## src/hdl/rvDefines.svh

```systemverilog
`ifndef RV_DEFINES_SVH
`define RV_DEFINES_SVH

// Datapath width, also used for addresses
`define XLEN 32

// Register file geometry
`define REG_ADDR_W 5
`define REG_COUNT 32

// Default data RAM depth in words
`define MEM_WORDS 64

// Instruction field widths
`define OPCODE_W 7
`define FUNCT3_W 3
`define ALU_OP_W 2
`define ALU_CTRL_W 3
`define IMM_SRC_W 2

`endif

```

## src/hdl/rvPkg.sv

```systemverilog
`include "rvDefines.svh"

package rvPkg;

    typedef enum logic [`OPCODE_W-1:0] {
        LOAD   = 7'b0000011,
        OPIMM  = 7'b0010011,
        STORE  = 7'b0100011,
        OP     = 7'b0110011,
        BRANCH = 7'b1100011
    } opcodeT;

    // Operation class handed from main decoder to ALU decoder
    typedef enum logic [`ALU_OP_W-1:0] {
        ALUOP_ADD   = 2'b00,
        ALUOP_SUB   = 2'b01,
        ALUOP_FUNCT = 2'b10
    } aluOpT;

    typedef enum logic [`ALU_CTRL_W-1:0] {
        ALU_ADD = 3'b000,
        ALU_SUB = 3'b001,
        ALU_AND = 3'b010,
        ALU_OR  = 3'b011,
        ALU_SLT = 3'b101
    } aluCtrlT;

    typedef enum logic [`IMM_SRC_W-1:0] {
        IMM_I = 2'b00,
        IMM_S = 2'b01,
        IMM_B = 2'b10
    } immSrcT;

endpackage

```

## src/hdl/mainDecoder.sv

```systemverilog
`timescale 1ns/1ps

module mainDecoder (
    input  logic           reset,
    input  rvPkg::opcodeT  op,
    output logic           branch,
    output logic           resultSrc,
    output logic           memWrite,
    output logic           aluSrc,
    output logic           regWrite,
    output rvPkg::immSrcT  immSrc,
    output rvPkg::aluOpT   aluOp
);
    import rvPkg::*;

    logic memWriteRaw;
    logic regWriteRaw;

    always_comb
    begin
        // Defaults form the no-op row for unknown opcodes
        regWriteRaw = 1'b0;
        immSrc      = IMM_I;
        aluSrc      = 1'b0;
        memWriteRaw = 1'b0;
        resultSrc   = 1'b0;
        branch      = 1'b0;
        aluOp       = ALUOP_ADD;
        case (op)
            LOAD:
            begin
                regWriteRaw = 1'b1;
                aluSrc      = 1'b1;
                resultSrc   = 1'b1; // Write back RAM data
            end
            STORE:
            begin
                immSrc      = IMM_S;
                aluSrc      = 1'b1;
                memWriteRaw = 1'b1;
            end
            OP:
            begin
                regWriteRaw = 1'b1;
                aluOp       = ALUOP_FUNCT;
            end
            OPIMM:
            begin
                regWriteRaw = 1'b1;
                aluSrc      = 1'b1;
                aluOp       = ALUOP_FUNCT;
            end
            BRANCH:
            begin
                immSrc      = IMM_B;
                branch      = 1'b1;
                aluOp       = ALUOP_SUB; // Compare by subtraction
            end
            default:
            begin
                regWriteRaw = 1'b0;
            end
        endcase
    end

    // No architectural writes while in reset
    assign memWrite = memWriteRaw & ~reset;
    assign regWrite = regWriteRaw & ~reset;

endmodule

```

## config.mk

```make
export PLATFORM = sky130hd
export DESIGN_NAME = mainDecoder
export DESIGN_NICKNAME = d
export VERILOG_FILES = /design/src/hdl/rvPkg.sv /design/src/hdl/mainDecoder.sv
export VERILOG_INCLUDE_DIRS = /design/src /design/src/hdl
export SDC_FILE = /design/constraint.sdc
export NUM_CORES = 1
export LEC_CHECK = 0
export BUFFER_PORTS_ARGS = -buffer_cell sky130_fd_sc_hd__clkbuf_2
export CAP_MARGIN = 30
export CORE_AREA = 4 4 41 43
export DETAILED_ROUTE_END_ITERATION = 8
export DIE_AREA = 0 0 45 47
export GPL_TIMING_DRIVEN = 0
export PLACE_DENSITY = 0.32
export SETUP_SLACK_MARGIN = 0.5
export SLEW_MARGIN = 5
export SYNTH_ARGS = -nofsm -noshare
export SYNTH_HDL_FRONTEND = slang
export SYNTH_SLANG_ARGS = --single-unit
```

## constraint.sdc

```tcl
create_clock -name vclk -period 2.1
set_input_delay 0.105 -clock vclk [all_inputs]
set_output_delay 0.105 -clock vclk [all_outputs]
set_load 0.01 [all_outputs]
```

# Yosys cells after proc, flatten, opt, wreduce, memory -nomap -nowiden

Index checks and enable logic that the tools add are counted.

Bitwise operators: 3
Reductions and logical operators: 3
Muxes and demuxes: 7
Equality and inequality tests: 5

Operator list:

| kind                                                             | count |
|---|---|
| 7-bit by 6-bit == test with 1-bit output (second input constant) | 2 |
| 2-bit case mux with 2 select lines                               | 2 |
| 7-bit by 2-bit == test with 1-bit output (second input constant) | 1 |
| 7-bit by 5-bit == test with 1-bit output (second input constant) | 1 |
| 7-bit == test (second input constant)                            | 1 |
| 3-bit OR reduction                                               | 2 |
| 1-bit two-way mux                                                | 5 |
| 1-bit bitwise AND                                                | 2 |
| 2-bit OR reduction                                               | 1 |
| 1-bit NOT                                                        | 1 |

Output and inout bits: 9
Bits of input ports: 8
Logic and storage cells: 18
Register bits after elaboration: 0

# Logic depth before layout (Yosys ltp)

Gate-level depths: netlist (run 1).

Depth in word-level cells: 4
Mapped depth: 4
Mapped depth without buffers: 2

# Least setup slack after synthesis (run 1)

OpenSTA, ideal clock, no wires.

Kind: input to output
Start point: in op[2]
End point: out aluOp[0]
Path buffers: 2
Slack: 1010 ps
Stages: 4
Arrival time: 985 ps
Data required time: 1995 ps
Path through: nand4bb_1 -> buf_6 -> nor3_1 -> buf_4

Word-level cells in the longest chain between the ends: 3
Elaborated cells between the ends (all ways): 5
Classes of those cells: eq/ne: 3; mux: 1; reduce/logical: 1

Ends and longest elaborated chain:

| what                                                                                                        | RTL line          | RTL |
|---|---|---|
| from (decl)                                                                                                 | mainDecoder.sv:5  | `input rvPkg::opcodeT op,` |
| 7-bit by 5-bit == test with 1-bit output / 7-bit by 6-bit == test with 1-bit output (equally long branches) | mainDecoder.sv:29 | `case (op)` |
| 2-bit OR reduction (no line)                                                                                | n/a               |  |
| 2-bit case mux with 2 select lines *                                                                        | mainDecoder.sv:29 |  |
| to (decl)                                                                                                   | mainDecoder.sv:12 | `output rvPkg::aluOpT aluOp` |

Every way passes the cells marked *; elsewhere a longest branch is shown, timed or not.

# Worst setup path after layout (run 1)

Same ends and word-level chain as after synthesis.

==> results of run 1 <==
-- per-layer routing --
metal / track usage / up-vias / share of wire
li1: - / 86 / -
met1: 0.0517 / 79 / 0.40
met2: 0.0734 / 13 / 0.47
met3: 0 / 0 / 0.13
met4: 0 / 0 / 0
met5: 0 / - / 0
-- stage by stage --
stage | power (mW) | util | hold slack (ns) | cell area [sq um] | setup slack, ns
floorplan | 0.00909 | - | 0.236 | 121 | 1.01
global placement | 0.0222 | 0.173 | 0.476 | 225 | 0.960
detailed placement | 0.0232 | 0.173 | 0.482 | 225 | 0.918
CTS | 0.0232 | 0.173 | 0.483 | 225 | 0.918
global route | 0.0253 | 0.173 | 0.523 | 225 | 0.871
finish | 0.0230 | 0.173 | 0.480 | 225 | 0.933
-- final timing paths --
check             start   endpoint  slack (ns)  cells after the start
setup / recovery  op[2]   aluOp[0]        0.93                      6
hold / removal    op[5]  resultSrc        0.48                      3
-- where the power goes --
group / internal, mW / leakage (nW) / total (mW) / switching, mW
combinational: 0.0105 / 0.111 / 0.0230 / 0.0125
sequential: 0 / 0 / 0 / 0
clock: 0 / 0 / 0 / 0
total: 0.0105 / 0.111 / 0.0230 / 0.0125
-- cell type report --
cell class | instances | share of cell area
multi-input cells | 10 | 0.439
plain buffers | 2 | 0.0833
inverters | 1 | 0.0167
repair buffers | 17 | 0.378
well taps | 15 | 0.0833
-- cell usage after synthesis --
library cell / instances
nor4_4: 1
buf_6: 1
nor3_1: 3
inv_2: 1
nor4_1: 1
nand4bb_1: 1
buf_4: 1
a211oi_1: 1
nor4b_4: 1
nand2b_1: 1
nor3b_1: 1
-- logic make-up (layout without fill, tap and decap cells) --
logic type             count (synthesis)  after routing  synth area share
AND/OR/NAND/NOR                        9              9             0.753
buffers and inverters                  3             20             0.186
AO/OA/AOI/OAI                          1              1            0.0619
-- tightest hold or removal path, stage by stage --
cell and delay [ns]:
clkbuf_2 0.10, nor4_1 0.05, clkbuf_2 0.12
==> impl_metrics.py, run 1 <==
metrics = {
    "status": {
        "outcome": "finished clean",
    },
    "placement": {
        "io_buffers": 17,
        "hpwl_microns": 362,
        "gp_congestion": 0.631,
        "placed_cells": 45,
    },
    "detailed_routing": {
        "viasPerCell": 3.96,
        "drcViolationCount": 0,
        "vias": 178,
        "drt_iter0_markers": 0,
        "wirelength_microns": 405,
        "avgRoutedWirePerCell_microns": 9.00,
        "firstDrtPassIters": 1,
        "postRouteAntennaNets": 0,
    },
    "global_routing": {
        "track_usage": 0.0386,
        "grt.overflow.total": 0,
        "grt_max_degree": 9,
        "antenna_found_initial": 0,
        "grt_first_pass_wirelength_microns": 648,
        "grt_pass1_vias": 163,
    },
    "worst_setup_path": {
        "start_kind": "primary input",
        "critPathBufInv": 4,
        "path_common_cell": "clkbuf_2",
        "crit_slowest_cell": "nor3_1",
        "cp.required_ns": 2.00,
        "crit_family": "buffers and inverters",
        "cp_cell_sequence": "clkbuf_2, nand4bb_1, buf_6, nor3_1, buf_4, clkbuf_2",
        "slowest_delay_ns": 0.26,
        "cp-end-kind": "output port",
        "cp_max_fo": 8,
        "worstSetupPathType": "primary input to output port",
        "cp.arrival_ns": 1.06,
    },
    "logic_synthesis": {
        "synth_cell_types": 11,
        "synth_top_area_frac": 0.196,
        "yosys_warnings": 0,
        "syn_area_per_cell_sq_um": 9.34,
        "synth-seq-area-share": 0,
        "synth_cells": 13,
        "synth_area_sq_um": 121,
        "ys_top_cells_by_area": "nor4b_4 20%, nor4_4 18%, nor3_1 12%, buf_6 9.3%, nand4bb_1 9.3%",
        "synth_area_leader_cell": "nor4b_4",
        "mappedNetlistNets": 21,
    },
    "floorplan": {
        "io_pins": 17,
        "initial_utilization": 0.0933,
        "dieArea_sq_mm": 0.00212,
        "chipWidth_microns": 45,
        "die_h_microns": 47,
        "coreArea_sq_mm": 0.00130,
        "rows": 13,
    },
    "timing": {
        "post-route-period-util": 0.556,
        "finalMaxSlewViolations": 0,
        "hold_viol_final": 0,
        "timing.fmax_ghz": 0.857,
        "relSlewSlack": 0.819,
        "worstMarginPinSlew_ns": 0.269,
        "finalSetupViolCount": 0,
        "period_minus_slack_ns": 1.17,
        "rsz0062_at_grt": "no",
        "setup_tns_ns": 0,
    },
    "clocking": {
        "hold_buffers": 0,
        "cts_setup_buffers": 0,
        "cts_resized": 0,
    },
    "job": {
        "maxCapViolCount": 0,
    },
    "layout": {
        "final_nets": 40,
        "clock_buffers": 0,
        "seq_cell_count": 0,
        "drive_above_1_share": 0.733,
        "seq_area_sq_um": 0,
        "diodes": 0,
        "multi_input_area_sq_um": 98.8,
        "mostFrequentLayoutCells": "17 x clkbuf_2, 3 x nor3_1",
        "layout_commonest_cell": "clkbuf_2",
        "area_delta_synth_final_pct": 85.6,
        "finalNonFillerCells": 45,
        "fillers": 161,
    },
    "hold_path": {
        "hold_class": "primary input to output port",
    },
    "power_and_ir_drop": {
        "powerDensity_mw_per_mm2": 102,
        "p_leak_nw": 0.111,
        "peakVddDrop_mv": 0.0350,
    },
}
(Power assumes the default switching activity.)
==> run 2, diff against run 1 <==
--- a/config.mk
+++ b/config.mk
@@ -12,7 +12,7 @@
 export DETAILED_ROUTE_END_ITERATION = 8
 export DIE_AREA = 0 0 45 47
 export GPL_TIMING_DRIVEN = 0
-export PLACE_DENSITY = 0.32
+export PLACE_DENSITY = 0.33
 export SETUP_SLACK_MARGIN = 0.5
 export SLEW_MARGIN = 5
 export SYNTH_ARGS = -nofsm -noshare
==> constraint.sdc (replaced) <==
create_clock -name vclk -period 1
set_input_delay 0.05 -clock vclk [all_inputs]
set_output_delay 0.05 -clock vclk [all_outputs]
set_load 0.01 [all_outputs]
==> impl_metrics.py, run 2 (synthesis results as in run 1) <==
metrics = {
    "power_and_ir_drop": {
        "p_leak_nw": 0.135,
        "p_switching_mw": 0.0306,
        "powerDensity_mw_per_mm2": 216,
        "power_frac_seq": 0,
        "p_sw_frac": 0.539,
        "intPower_mw": 0.0262,
        "combPwrFrac": 1.000,
        "peakVddDrop_mv": 0.0804,
        "pwr-share-clk": 0,
    },
    "worst_setup_path": {
        "cp-end-kind": "output port",
        "worstSetupPathType": "primary input to output port",
        "start_kind": "primary input",
        "cp.arrival_ns": 0.87,
        "cp.required_ns": 0.95,
        "cp_max_fo": 8,
    },
    "layout": {
        "seq_cell_count": 0,
        "clock_buffers": 0,
        "diodes": 0,
        "fillers": 149,
        "final_nets": 41,
        "utilization": 0.202,
        "seq_area_sq_um": 0,
        "mostFrequentLayoutCells": "10 x clkbuf_2, 6 x buf_2, 2 x buf_6, 2 x buf_4",
        "area_delta_synth_final_pct": 116,
        "layout_commonest_cell": "clkbuf_2",
        "drive_above_1_share": 0.839,
    },
    "placement": {
        "gp_congestion": 0.622,
        "io_buffers": 17,
    },
    "detailed_routing": {
        "drcViolationCount": 0,
        "wirelength_microns": 371,
        "postRouteAntennaNets": 0,
        "drt_iter0_markers": 0,
        "vias": 171,
        "avgRoutedWirePerCell_microns": 8.07,
        "viasPerCell": 3.72,
        "firstDrtPassIters": 1,
    },
    "timing": {
        "finalSetupViolCount": 0,
        "worstMarginPinSlew_ns": 0.218,
        "post-route-period-util": 0.919,
        "timing.fmax_ghz": 1.09,
        "hold_viol_final": 0,
        "rsz0062_at_grt": "yes",
        "hold_ws_ns": 0.389,
        "period_minus_slack_ns": 0.919,
        "finalMaxSlewViolations": 0,
        "relSlewSlack": 0.855,
    },
    "hold_path": {
        "hold_end": "resultSrc",
        "hold_class": "primary input to output port",
        "whs_path_depth": 3,
        "min_from": "op[4]",
    },
    "job": {
        "maxCapViolCount": 0,
    },
    "floorplan": {
        "coreArea_sq_mm": 0.00130,
        "initial_utilization": 0.0933,
        "dieArea_sq_mm": 0.00212,
        "io_pins": 17,
        "chipWidth_microns": 45,
        "die_h_microns": 47,
        "rows": 13,
    },
    "clocking": {
        "hold_buffers": 0,
    },
    "global_routing": {
        "grt_max_degree": 9,
        "grt_first_pass_wirelength_microns": 641,
        "grt_pass1_vias": 149,
        "grt.overflow.total": 0,
        "track_usage": 0.0370,
        "antenna_found_initial": 0,
    },
    "status": {
        "outcome": "finished clean",
    },
}
[run 2: power groups by stage]
stage               logic (mW)  clock network [mW]  registers, mW
CTS                     0.0545                   0              0
finish                  0.0568                   0              0
floorplan               0.0220                   0              0
global route            0.0621                   0              0
detailed placement      0.0510                   0              0
global placement        0.0500                   0              0
[run 2: area by class of cell]
| cell class | instances | area, sq um | area share |
|---|---|---|---|
| multi-input cells | 10 | 123 | 0.467 |
| repair buffers | 18 | 98.8 | 0.376 |
| plain buffers | 2 | 18.8 | 0.0714 |
| well taps | 15 | 18.8 | 0.0714 |
| inverters | 1 | 3.75 | 0.0143 |
[run 2: stage by stage]
step | setup TNS [ns] | area [sq um] | cells | setup WS, ns | power [mW]
final | 0 | 263 | 46 | 0.0813 | 0.0568
after global routing | -0.00215 | 263 | 46 | -0.00215 | 0.0621
after CTS | 0 | 251 | 46 | 0.0578 | 0.0545
after detailed placement | 0 | 236 | 45 | 0.0563 | 0.0510
after global placement | 0 | 236 | 45 | 0.0638 | 0.0500
after floorplan | 0 | 133 | 13 | 0.203 | 0.0220
[run 2: what timing repair did]
action                     CTS  global route
setup buffers                1             0
setup endpoints to repair    9             9
resized for setup            2             9
pin swaps                    1             4
[run 2: critical path, stage by stage]
cell and delay (ns):
clkbuf_2 0.07, nand4bb_1 0.18, buf_6 0.16, nor3_4 0.18
buf_4 0.13, buf_6 0.09
[run 2: worst max path at each step]
stage / startpoint / end / cells past startpoint / slack (ns)
3_3_place_gp: op[2] / aluOp[0] / 6 / 0.06
3_5_place_dp: op[2] / aluOp[0] / 6 / 0.06
6_report: op[3] / aluOp[0] / 6 / 0.08
4_1_cts: op[2] / aluOp[0] / 6 / 0.06
5_1_grt: op[3] / aluOp[0] / 6 / -0.002
2_1_floorplan: op[2] / aluOp[0] / 4 / 0.20
[run 2: metal layers]
metal	share of wire	GRT usage	vias up	routed length (microns)
met3	0.16	0.00383	0	60
met4	0	0	0	0
li1	-	-	86	-
met2	0.43	0.0565	14	159
met1	0.41	0.0586	71	151
met5	0	0	-	0
