$ cat config.mk
export PLATFORM = sky130hd
export DESIGN_NAME = pcUnit
export DESIGN_NICKNAME = d
export VERILOG_FILES = /design/src/hdl/pcUnit.sv
export VERILOG_INCLUDE_DIRS = /design/src /design/src/hdl
export SDC_FILE = /design/constraint.sdc
export NUM_CORES = 1
export LEC_CHECK = 0
export BUFFER_PORTS_ARGS = -buffer_cell sky130_fd_sc_hd__buf_2
export CAP_MARGIN = 20
export CORE_ASPECT_RATIO = 1.75
export CORE_UTILIZATION = 57
export DETAILED_ROUTE_END_ITERATION = 6
export HOLD_SLACK_MARGIN = 0.15
export PLACE_DENSITY = 0.95
export SLEW_MARGIN = 0
export SYNTH_ARGS = -nofsm -noshare
export SYNTH_HDL_FRONTEND = slang
export SYNTH_SLANG_ARGS = --single-unit
$ cat constraint.sdc
create_clock -name clk -period 6.4 [get_ports clk]
set_input_delay 0.64 -clock clk [delete_from_list [all_inputs] [get_ports clk]]
set_output_delay 0.64 -clock clk [all_outputs]
set_load 0.05 [all_outputs]
$ cat src/hdl/rvDefines.svh
`ifndef RV_DEFINES_SVH
`define RV_DEFINES_SVH

// Datapath width, also used for addresses
`define XLEN 32

// Register file geometry
`define REG_ADDR_W 5
`define REG_COUNT 32

// Default data RAM depth in words
`define MEM_WORDS 64

// Instruction field widths
`define OPCODE_W 7
`define FUNCT3_W 3
`define ALU_OP_W 2
`define ALU_CTRL_W 3
`define IMM_SRC_W 2

`endif

$ cat src/hdl/pcUnit.sv
`timescale 1ns/1ps
`include "rvDefines.svh"

module pcUnit (
    input  logic              clk,
    input  logic              reset,
    input  logic              branch,
    input  logic              zero,
    input  logic [`XLEN-1:0]  immExt,
    output logic [`XLEN-1:0]  pc,
    output logic [`XLEN-1:0]  pcPlus4
);

    logic [`XLEN-1:0] pcTarget;
    logic [`XLEN-1:0] pcNext;
    logic             pcSrc;

    assign pcPlus4  = pc + `XLEN'd4;
    assign pcTarget = pc + immExt;
    assign pcSrc    = branch & zero; // beq taken
    assign pcNext   = pcSrc ? pcTarget : pcPlus4;

    always_ff @(posedge clk)
    begin
        if (reset)
        begin
            pc <= '0;
        end
        else
        begin
            pc <= pcNext;
        end
    end

endmodule

## After elaboration in Yosys (flattened, before gate mapping)

Index checks and enable logic that the tools add are counted.

| storage, ports and cells | value |
|---|---|
| bits in registers | 32 |
| input bits | 36 |
| logic and storage cells | 5 |

| operators by class | value |
|---|---|
| add/sub/neg operators | 2 |
| muxes and demuxes | 1 |
| bitwise gates (word level) | 1 |

Operator list:

| kind | number |
|---|---|
| adder 32 x 3 -> 32 bit (second input constant) | 1 |
| adder 32 bit | 1 |
| 2-to-1 mux 32 bit | 1 |
| AND 1 bit | 1 |

## Logic depth before layout (Yosys ltp)

Gate-level depths: netlist (run 1).

| logic depth | value |
|---|---|
| word-level depth | 2 |
| gate-level depth with buffers | 10 |
| mapped depth without buffers | 10 |

## Worst setup path before layout (run 1)

No wires, ideal clock.

| path | value |
|---|---|
| path type | register to output |
| from | register pc[2] |
| to | output port pcPlus4[30] |
| data arrival time | 2.662 ns |
| slack | 3.098 ns |
| stages on the path, launching flop included | 7 |
| buffers on the path | 0 |
| cells stage by stage | dfxtp_1 -> ha_1 -> nand4_1 -> nor3_2 -> and3_1 -> nand3_1 -> xnor2_1 |

| on the way | value |
|---|---|
| cells in the longest elaborated chain, start to end | 1 |

Ends and longest elaborated chain:

| what | line | source |
|---|---|---|
| from (decl) | pcUnit.sv:10 | `` output logic [`XLEN-1:0] pc, `` |
| from (signal assigned) | pcUnit.sv:31 | `pc <= pcNext;` |
| adder 32 x 3 -> 32 bit | pcUnit.sv:18 | `` assign pcPlus4 = pc + `XLEN'd4; `` |
| to (decl) | pcUnit.sv:11 | `` output logic [`XLEN-1:0] pcPlus4 `` |

No other way between the ends.

## Worst setup path in the final report (run 1)

Ends and elaborated chain as after synthesis.

==> metrics, run 1 <==
Die Y-Extent slightly above 100 um; Max Cap Viol 0; final clock period utilization by the worst path roughly 50%; post-CTS setup buffers 0; area leader, netlist dfxtp_1; setup slack, reg-to-reg approximately 3800 ps; largest net degree at the start of global routing 38; Warnings, synthesis 0; # rows 36; post-CTS sizing 0; fin nets around 600; Ports 100; Routed WL around 11000 um; Setup TNS 0 ps; IO buf count 99; worst min-delay path category register to register; layout cells sized above 1 21.6%; CTS buffer count 5; diode count 0; Avg Cell Area, Syn roughly 7.6 um2; worst path cell trace ha_1, nand4_1, nor3_2, and3_1, nand3_1, xnor2_1, buf_2; CP Depth 7; grt ovf 0; setup violators final 0; Int Pwr roughly 420 uW; HP Start pc[0]$_SDFFE_PP0P_; DR vias approximately 3800; CP max stage delay 470 ps; reg2reg path depth 10; first-pass GRT wire length roughly 17000 um; CTS H-Tree Depth 2; critical path launch point pc[2]$_SDFF_PP0_; RSZ-0062 raised after global routing no; first-iteration detailed-routing DRC count 223; DRT antenna net count 0; gr usage total between 30% and 40%; dominant synthesized flop cell dfxtp_1; Core Region about 0.0056 mm2; ys async rst share 0%; commonest non-fill, non-tap cell in the layout buf_2; Final Wtd Congestion around 0.96; dpl hpwl around 8600 um; clk sinks 32; # fillers just under 500; FF+latch count, synth 32; Placed Instances around 600; r2r startpoint pc[0]$_SDFFE_PP0P_; Crit path max-delay family simple AND/OR/NAND/NOR gates; leakage power around 0.0019 uW; FF-to-FF End pc[30]$_SDFF_PP0_; CP required roughly 5800 ps; Hold Buf Count CTS 0; Worst Tran Pin Value 1130 ps; Seq pwr share between 20 and 30%; Largest regs pc (32); Final Skew 8.49 ps; clock share of power approximately a fifth; CP max-delay cell dfxtp_1; post-synthesis net count 511; Clock Tree Buf Depth 2; Max transition margin about a quarter; pwr/cell area 209 mW/mm2; Die X 60.0 um; Comb pwr share about 51%; Bufs and invs on worst path 1; Worst setup SP type register; fmax ~310 MHz; post-synth cell types 53; max-slew violations 0; P&R area growth vs syn 17.8%; vias in the first global route around 3700; Final Hold Fails 0; register area share after synthesis a little under a fifth; detailed-route DRC error count 0; status finished, final reports clean; area share of the largest cell type after synthesis between 10% and 20%; die area 0.00622 mm2; Mapped Cells approximately 440; Critical Path Sink Type primary output; CTS tree done; Switching Share 49.4%; Top reg by flops pc; Post-synth EDFFs 0; Sw Pwr slightly above 400 uW; dominant cells by area after synthesis dfxtp_1 (19%), ha_1 (12%), xnor2_1 (7.6%); Worst IR Drop VDD roughly 0.16 mV; Root Driver clkbuf_8; crit-path max FO 8; worst-skew pair later-pin latency 300 ps; Min-Delay Endpoint pc[0]$_SDFFE_PP0P_; initial antenna violation count 0; DR pass1 iterations 5; Final Instance Count excl. Fillers around 610; mapped cell area approximately 0.0034 mm2; Tmin final 3190 ps; starting density of the core about three fifths; Via density 6.30; Worst Path Arrival roughly 2600 ps; clock-pin slew on the worst setup and hold paths roughly 70 ps; CP Class register to primary output; hold depth 2; max FFs per register 32; Routed WL per cell 17.8 um; most frequent cells in the layout buf_2 (99), nand2_1 (49), nor2_1 (38), a21oi_1 (38)
==> layout make-up <==
class / instances / area (um2) / share of cell area [%]
Multi-Input combinational cell: 382 / 2600 / 65.6
Sequential cell: 32 / 641 / 16.2
Timing Repair Buffer: 100 / 503 / 12.7
Tap cell: 76 / 95.1 / 2.40
Clock buffer: 6 / 72.6 / 1.83
Inverter: 12 / 45.0 / 1.14
Clock inverter: 1 / 5.00 / 0.126
==> metrics by stage <==
| step | utilization, % | setup slack [ps] | cell area [um2] | total power (uW) | hold slack, ps |
|---|---|---|---|---|---|
| after CTS | 70.3 | 3230 | 3960 | 823 | 500 |
| after detailed placement | 69.0 | 3430 | 3880 | 665 | 491 |
| after global placement | 69.0 | 3520 | 3880 | 657 | 470 |
| final | 70.3 | 3210 | 3960 | 829 | 501 |
| after floorplan | - | 3100 | 3360 | 567 | 696 |
| after global routing | 70.3 | 3080 | 3960 | 866 | 530 |
==> worst reg2reg max path, cell delays in order (launching register included) <==
cell and delay, ps:
dfxtp_1 360, ha_1 180, inv_1 60, fa_1 370, nand2b_1 180, a21oi_1 230, o221a_4 260, a31oi_1 150
o31a_1 370, o21a_1 230, o211ai_1 180
==> cells in the mapped netlist, types with 2 or more instances <==
cell and count:
ha_1 32, a211oi_1 15, nand4_1 15, nand2b_1 4, dfxtp_1 32, a21boi_1 2
a22oi_1 3, buf_4 3, a21oi_1 38, a21boi_0 2, xor2_1 20, o21ai_0 23
nand3_1 20, o2111ai_1 3, and2_1 6, and4_1 2, o211ai_1 6, and3_1 12
or3_1 5, xnor2_1 29, nand2_1 49, clkbuf_1 9, buf_2 4, a22o_1 4
a21o_1 10, nor3_1 5, inv_1 12, a31oi_1 5, o21bai_1 5, nor2_1 38
a211o_1 2, o211a_1 2, o21a_1 5
==> power groups by stage <==
stage          logic, uW  clock network (uW)  registers [uW]
2_1_floorplan        265                   0             301
3_3_place_gp         411                   0             246
3_5_place_dp         417                   0             248
4_1_cts              419                 160             243
5_1_grt              454                 166             246
6_report             424                 160             245
==> per-layer routing <==
layer / global-route usage, % / wire length, um
met1: 38.4 / 4020
met5: 0 / 0
met3: 4.87 / 528
met4: 24.6 / 592
met2: 62.8 / 5720
==> how the worst max path moves through the flow <==
stage / endpoint / slack [ps]
after floorplan: pcPlus4[30] / 3100
after global placement: pc[18]$_SDFF_PP0_ / 3520
after CTS: pcPlus4[28] / 3230
final: pcPlus4[30] / 3210
after global routing: pcPlus4[30] / 3080
after detailed placement: pc[30]$_SDFF_PP0_ / 3430
==> cell families after synthesis <==
| group | after synthesis | synth area share, % |
|---|---|---|
| and+or+nand+nor | 163 | 23.9 |
| adders and majority gates | 33 | 12.5 |
| DFF | 32 | 19.1 |
| buffers and inverters | 28 | 3.61 |
| AOI/OAI and AO/OA | 137 | 28.1 |
| xor gates and xnor gates | 49 | 12.8 |
Power figures use the tool's default switching activity.
==> run 2, diff against run 1 <==
--- a/config.mk
+++ b/config.mk
@@ -6,13 +6,14 @@
 export SDC_FILE = /design/constraint.sdc
 export NUM_CORES = 1
 export LEC_CHECK = 0
+export ABC_AREA = 1
 export BUFFER_PORTS_ARGS = -buffer_cell sky130_fd_sc_hd__buf_2
 export CAP_MARGIN = 20
 export CORE_ASPECT_RATIO = 1.75
-export CORE_UTILIZATION = 57
+export CORE_UTILIZATION = 56
 export DETAILED_ROUTE_END_ITERATION = 6
 export HOLD_SLACK_MARGIN = 0.15
-export PLACE_DENSITY = 0.95
+export PLACE_DENSITY = 0.93
 export SLEW_MARGIN = 0
 export SYNTH_ARGS = -nofsm -noshare
 export SYNTH_HDL_FRONTEND = slang
==> constraint.sdc (replaced) <==
create_clock -name clk -period 3.2 [get_ports clk]
set_input_delay 0.32 -clock clk [delete_from_list [all_inputs] [get_ports clk]]
set_output_delay 0.32 -clock clk [all_outputs]
set_load 0.05 [all_outputs]
==> run 2 against run 1 <==
Sequential power increased by 110%. Power increased by 130%. Register-to-register slack got worse by 2800 ps. Combinational power increased by 120%. Clock power increased to 2.7 times the previous value. First-iteration DRC count increased by 91%. Critical endpoint is now pcPlus4[23]. Largest power group unchanged.
==> metrics, run 2 <==
Worst IR Drop VDD 0.356 mV (+120%); Max transition margin 30.4% (+5.8 points); crit-path most repeated cell nand2_1; leakage power 0.00319 uW (+68%); Hold Buf Count CTS 0 (unchanged); fmax between 400 and 500 MHz; Crit path max-delay family simple AND/OR/NAND/NOR gates; Synth Area in Simple Gates 44.7% (+21 points); Worst Tran Pin Value 1040 ps (-83.9 ps); worst path cell trace nand2_1, nor2_2, nand2_1, nor2_1, nand2_1, or2_1, nand2_1, buf_2; Bufs and invs on worst path 1 (unchanged); Clock Tree Buf Depth 2 (unchanged); Avg Cell Area, Syn 5.61 um2 (-26%); # rows 42 (+17%); CP max stage delay 560 ps (+90 ps); post-synth cell types 39 (-26%); Warnings, synthesis 0 (unchanged); first-iteration detailed-routing DRC count 427 (+91%); Setup TNS 0 ps (unchanged); die area 0.00821 mm2 (+32%); Critical Path Sink Type primary output; DR pass1 iterations 7 (+2); Synth top cells by count nand2_1 (260), inv_1 (157), nor2_1 (67); Routed WL 14700 um (+35%); Tmin final roughly 2500 ps; DRT antenna net count 0 (unchanged); IO buf count 99 (unchanged); Core Region 0.00757 mm2 (+34%); Final Hold Fails 0 (unchanged); Die Y-Extent 119 um (+15%); dpl hpwl 12000 um (+39%); starting density of the core 58.0% (-1.7 points); Root Driver clkbuf_16; pwr/cell area 369 mW/mm2 (+76%); post-synthesis compound-gate area fraction 8.93% (-19 points); mux contribution to synthesized area 0% (unchanged); clock-pin slew on the worst setup and hold paths 50 ps (-20 ps); diode count 0 (unchanged); Die X 68.9 um (+15%); crit-path max FO 5 (-3); RSZ-0062 raised after global routing no; clk sinks 32 (unchanged); post-CTS sizing 0 (unchanged); Final Instance Count excl. Fillers 965 (+58%); fin nets 948 (+57%); initial antenna violation count 0 (unchanged); dominant cells by area after synthesis nand2_1 (22%), dfxtp_1 (15%), inv_1 (13%); CP max-delay cell dfxtp_1; area leader, netlist nand2_1; dominant synthesized flop cell dfxtp_1; placed cell area 0.00496 mm2 (+28%); worst-skew pair later-pin latency 270 ps (-30 ps); Worst Path Arrival 2160 ps (-390 ps); post-CTS setup buffers 0 (unchanged); largest family of logic cells by synthesized area simple AND/OR/NAND/NOR gates; Max Cap Viol 0 (unchanged); detailed-route DRC error count 0 (unchanged); max FFs per register 32 (unchanged); post-synthesis xor/xnor area fraction 7.27% (-5.5 points); area share of the largest cell type after synthesis 22.2% (+3.2 points); CP Class register to primary output; Post-synth EDFFs 0 (unchanged); Final Skew 6.96 ps (-1.53 ps); mapped cell area 0.00439 mm2 (+31%); post-synthesis net count 851 (+67%); CTS H-Tree Depth 2 (unchanged); DR vias 5293 (+38%); Final Wtd Congestion 1.02 (+6.4%); Via density 5.48 (-13%); FF+latch count, synth 32 (unchanged); adder-cell share of the synthesized area 9.58% (-2.9 points); Final Core Density 67.2% (-3.2 points); CTS tree done; Ports 100 (unchanged); vias in the first global route 5040 (+35%); setup violators final 0 (unchanged); P&R area growth vs syn 15.9%; CTS buffer count 5 (unchanged); commonest non-fill, non-tap cell in the layout nand2_1; Mapped Cells 782 (+77%); design area 0.00508 mm2 (+28%); most frequent cell after synthesis nand2_1; Largest regs pc (32); max-slew violations 0 (unchanged); worst min-delay path category input port to register; ys async rst share 0% (unchanged); Worst setup SP type register; Routed WL per cell 15.2 um (-15%); grt ovf 0 (unchanged); first-pass GRT wire length 22800 um (+32%); largest net degree at the start of global routing 37 (-2.6%); register area share after synthesis 14.6% (-4.5 points); Top reg by flops pc; gr usage total 37.8% (+1.5 points); status finished, final reports clean; CP required 2880 ps (-2880 ps); layout cells sized above 1 16.2% (-5.4 points); Placed Instances 960 (+59%); most frequent cells in the layout nand2_1 (260), inv_1 (157), buf_2 (99), nor2_1 (67), nand3_1 (58); final clock period utilization by the worst path 77.5%
[run 2: cell types whose count changed after synthesis, sizes merged, moves of 10 or more]
cell | previous run | this run
and3 | 13 | 0
inv | 12 | 161
a21oi | 38 | 28
nor2 | 38 | 77
a211oi | 15 | 0
xnor2 | 29 | 11
nand3 | 20 | 61
nand2 | 49 | 266
[run 2: worst min-delay path, delay by kind of cell]
family / cells / cell delay, ps
buf+inv: 2 / 180
compound gates: 2 / 120
[run 2: metal layers]
| metal | GRT usage, % | share of wire (%) | vias up |
|---|---|---|---|
| met5 | 0 | 0 | - |
| met4 | 37.9 | 12 | 0 |
| met2 | 60.6 | 47 | 272 |
| met3 | 9.10 | 7.6 | 129 |
| met1 | 36.2 | 33 | 2286 |
| li1 | - | - | 2606 |
[run 2: kinds of logic after synthesis]
| family | Yosys count |
|---|---|
| and+or+nand+nor | 442 |
| adders and majority gates | 33 |
| buffers and inverters | 172 |
| AOI/OAI and AO/OA | 70 |
| xor gates and xnor gates | 33 |
| DFF | 32 |
[run 2: report_power, final]
group	internal [uW]	leakage, uW	switching (uW)
registers	433	0.000264	81.0
logic	258	0.00286	674
clock network	274	0.0000616	155
[run 2: stage by stage]
| step | setup WS, ps | hold WS [ps] | total power, uW |
|---|---|---|---|
| finish | 719 | 400 | 1880 |
| global route | 529 | 440 | 1970 |
| CTS | 782 | 395 | 1850 |
| detailed placement | 956 | 508 | 1430 |
| global placement | 971 | 504 | 1420 |
| floorplan | 546 | 465 | 1180 |
[run 2: layout make-up]
type | count | area (um2)
Fill cell | 710 | 2480
Sequential cell | 32 | 641
Timing Repair Buffer | 101 | 510
Tap cell | 88 | 110
Multi-Input combinational cell | 578 | 3090
Clock buffer | 5 | 125
Inverter | 161 | 604
[run 2: worst paths after layout]
path,startpoint,endpoint,slack [ps],depth (start not counted)
setup / recovery,pc[13]$_SDFF_PP0_,pcPlus4[23],720,8
hold / removal,reset,pc[11]$_SDFF_PP0_,400,4
setup reg to reg,pc[0]$_SDFFE_PP0P_,pc[14]$_SDFF_PP0_,960,13
hold reg to reg,pc[0]$_SDFFE_PP0P_,pc[0]$_SDFFE_PP0P_,510,2
==> run 3, diff against run 2 <==
--- a/config.mk
+++ b/config.mk
@@ -10,10 +10,10 @@
 export BUFFER_PORTS_ARGS = -buffer_cell sky130_fd_sc_hd__buf_2
 export CAP_MARGIN = 20
 export CORE_ASPECT_RATIO = 1.75
-export CORE_UTILIZATION = 56
+export CORE_UTILIZATION = 51
 export DETAILED_ROUTE_END_ITERATION = 6
 export HOLD_SLACK_MARGIN = 0.15
-export PLACE_DENSITY = 0.93
+export PLACE_DENSITY = 0.9
 export SLEW_MARGIN = 0
 export SYNTH_ARGS = -nofsm -noshare
 export SYNTH_HDL_FRONTEND = slang
==> constraint.sdc (replaced) <==
create_clock -name clk -period 2.1 [get_ports clk]
set_input_delay 0.21 -clock clk [delete_from_list [all_inputs] [get_ports clk]]
set_output_delay 0.21 -clock clk [all_outputs]
set_load 0.05 [all_outputs]
==> run 3 against run 2 <==
The run now ends with negative setup slack left. Global-route usage fell by 2.5 points. Routed wire length up 10%. Utilization grew 3.3 points. Critical path type unchanged. Largest power group unchanged. Non-clock buffer count increased by 30. Combinational power rose by 71%. Clock-buffer cell count grew 3. Flip-flop and latch count unchanged. Hold slack got worse by 130 ps. Power is 68% higher. First-iteration DRC count increased by 12%. Sequential share of layout area shrank 0.53 points.
==> metrics, run 3 (synthesis gave the netlist of run 2 again) <==
Routed WL 16200 um (+10%); max-slew violations 0 (unchanged); Switching Share 46.9% (-1.6 points); vias in the first global route 5183 (+2.8%); violated checks negative setup slack; commonest non-fill, non-tap cell in the layout nand2_1; hold depth 4 (unchanged); RSZ-0062 raised after global routing yes; CTS tree done; Final Wtd Congestion 0.994 (-2.7%); # rows 44 (+4.8%); Final Skew 5.40 ps (-1.56 ps); Root Driver clkbuf_16; initial antenna violation count 0 (unchanged); Comb pwr share 50.8% (+1.1 points); CP required 1890 ps (-990 ps); first-iteration detailed-routing DRC count 477 (+12%); design area 0.00586 mm2 (+15%); Placed Instances 1009 (+5.1%); largest net degree at the start of global routing 43 (+16%); Final Core Density 70.5% (+3.3 points); Largest regs pc (32); Seq pwr share 24.8% (-2.6 points); status finished, violations left; layout cells sized above 1 27.0% (+11 points); clk sinks 32 (unchanged); Sw Pwr 1480 uW (+62%); P&R area growth vs syn 33.5%; fin nets 978 (+3.2%); Die X 72.1 um (+4.6%); Worst IR Drop VDD 0.540 mV (+52%); Max Cap Viol 0 (unchanged); IO buf count 99 (unchanged); Die Y-Extent 125 um (+4.7%); worst-skew pair later-pin latency 270 ps (about the same); setup slack after layout -44.0 ps (-763 ps); CTS H-Tree Depth 2 (unchanged); Overall Power 3140 uW (+68%); Final Hold Fails 0 (unchanged); setup slack, reg-to-reg 120 ps (-840 ps); diode count 0 (unchanged); max FFs per register 32 (unchanged); Max transition margin 69.9% (+39 points); Worst Tran Pin Value 451 ps (-593 ps); clock share of power 24.4% (+1.5 points); pwr/cell area 536 mW/mm2 (+45%); crit-path max FO 4 (-1); fmax 466 MHz; Clock Tree Buf Depth 2 (unchanged); pre-CTS setup slack 14.7 ps (-942 ps); starting density of the core 52.8% (-5.2 points); DR vias 5503 (+4.0%); Top reg by flops pc; Final Instance Count excl. Fillers 1025 (+6.2%); HP Start reset; placed cell area 0.00534 mm2 (+7.7%); DR pass1 iterations 6 (-1); Routed WL per cell 15.8 um (+3.9%); worst min-delay path category input port to register; Tmin final 2140 ps; Critical Path Sink Type primary output; CTS buffer count 5 (unchanged); critical path launch point pc[16]$_SDFF_PP0_; final clock period utilization by the worst path 102%; first-pass GRT wire length 24500 um (+7.2%); Worst setup endpoint pcPlus4[21]; reg2reg path depth 15 (+2); Int Pwr 1670 uW (+73%); clock-pin slew on the worst setup and hold paths 50 ps (about the same); DRT antenna net count 0 (unchanged); Hold Buf Count CTS 0 (unchanged); die area 0.00899 mm2 (+9.6%); Worst setup SP type register; Core Region 0.00831 mm2 (+9.9%); grt ovf 0 (unchanged); CP Class register to primary output; most frequent cells in the layout nand2_1 (250), inv_1 (153), buf_2 (85), nor2_1 (61), nand3_1 (56); r2r startpoint pc[0]$_SDFFE_PP0P_; gr usage total 35.3% (-2.5 points); FF-to-FF End pc[30]$_SDFF_PP0_; dpl hpwl 12300 um (+3.0%); Via density 5.37 (-2.1%); detailed-route DRC error count 0 (unchanged); Ports 100 (unchanged); setup violators final 2 (+2); Worst Path Arrival 1930 ps (-230 ps); leakage power 0.00344 uW (+7.8%)
[run 3: changes by cell type in the layout (fill, tap and decap cells not counted), sizes merged]
cell	delta
buf	+28
clkbuf	+5
[run 3: worst min-delay path by stage]
| stage | endpoint | slack (ps) |
|---|---|---|
| 2_1_floorplan | pc[20]$_SDFF_PP0_ | 350 |
| 3_3_place_gp | pc[0]$_SDFFE_PP0P_ | 480 |
| 3_5_place_dp | pc[0]$_SDFFE_PP0P_ | 500 |
| 4_1_cts | pc[20]$_SDFF_PP0_ | 240 |
| 5_1_grt | pc[20]$_SDFF_PP0_ | 280 |
| 6_report | pc[3]$_SDFF_PP0_ | 270 |
[run 3: area by class of cell]
type,instances,area (um2)
sequential,32,707
multi-input combinational,578,3430
tap,115,144
inverter,161,607
fill,692,2450
clock buffer,8,156
timing repair buffer,131,813
[run 3: stage by stage]
stage                     setup TNS [ps]  hold slack, ps
final                              -59.8             270
after detailed placement               0             502
after global placement                 0             485
after floorplan                   -0.145             355
after CTS                          -8.93             236
after global routing                -404             278
[run 3: power by group through the flow]
stage	combinational, uW	clock, uW	sequential (uW)
floorplan	897	0	933
global placement	1450	0	773
detailed placement	1470	0	775
CTS	1490	767	766
global route	1720	798	782
finish	1590	767	779
[run 3: routing by layer]
metal	track usage, %	up-vias	part of all wire (%)
met5	0	-	0
met4	30.0	0	11
met3	5.02	123	6.8
met2	59.8	327	48
met1	36.8	2396	34
li1	-	2657	-
[run 3: timing repair]
| item | in CTS | in global routing |
|---|---|---|
| setup endpoints to repair | 14 | 36 |
| pin swaps | 4 | 12 |
| cloned | 0 | 0 |
| gates resized for setup | 25 | 68 |
| setup buffers | 1 | 8 |
[run 3: worst max-delay path, stage by stage (launching register included)]
cell     delay (ps)
dfxtp_2         430
nand2_2         120
nor2_1          190
nand4_1         170
nor2_1          130
nand2_1         100
or2_1           230
nand2_1         110
buf_6           170
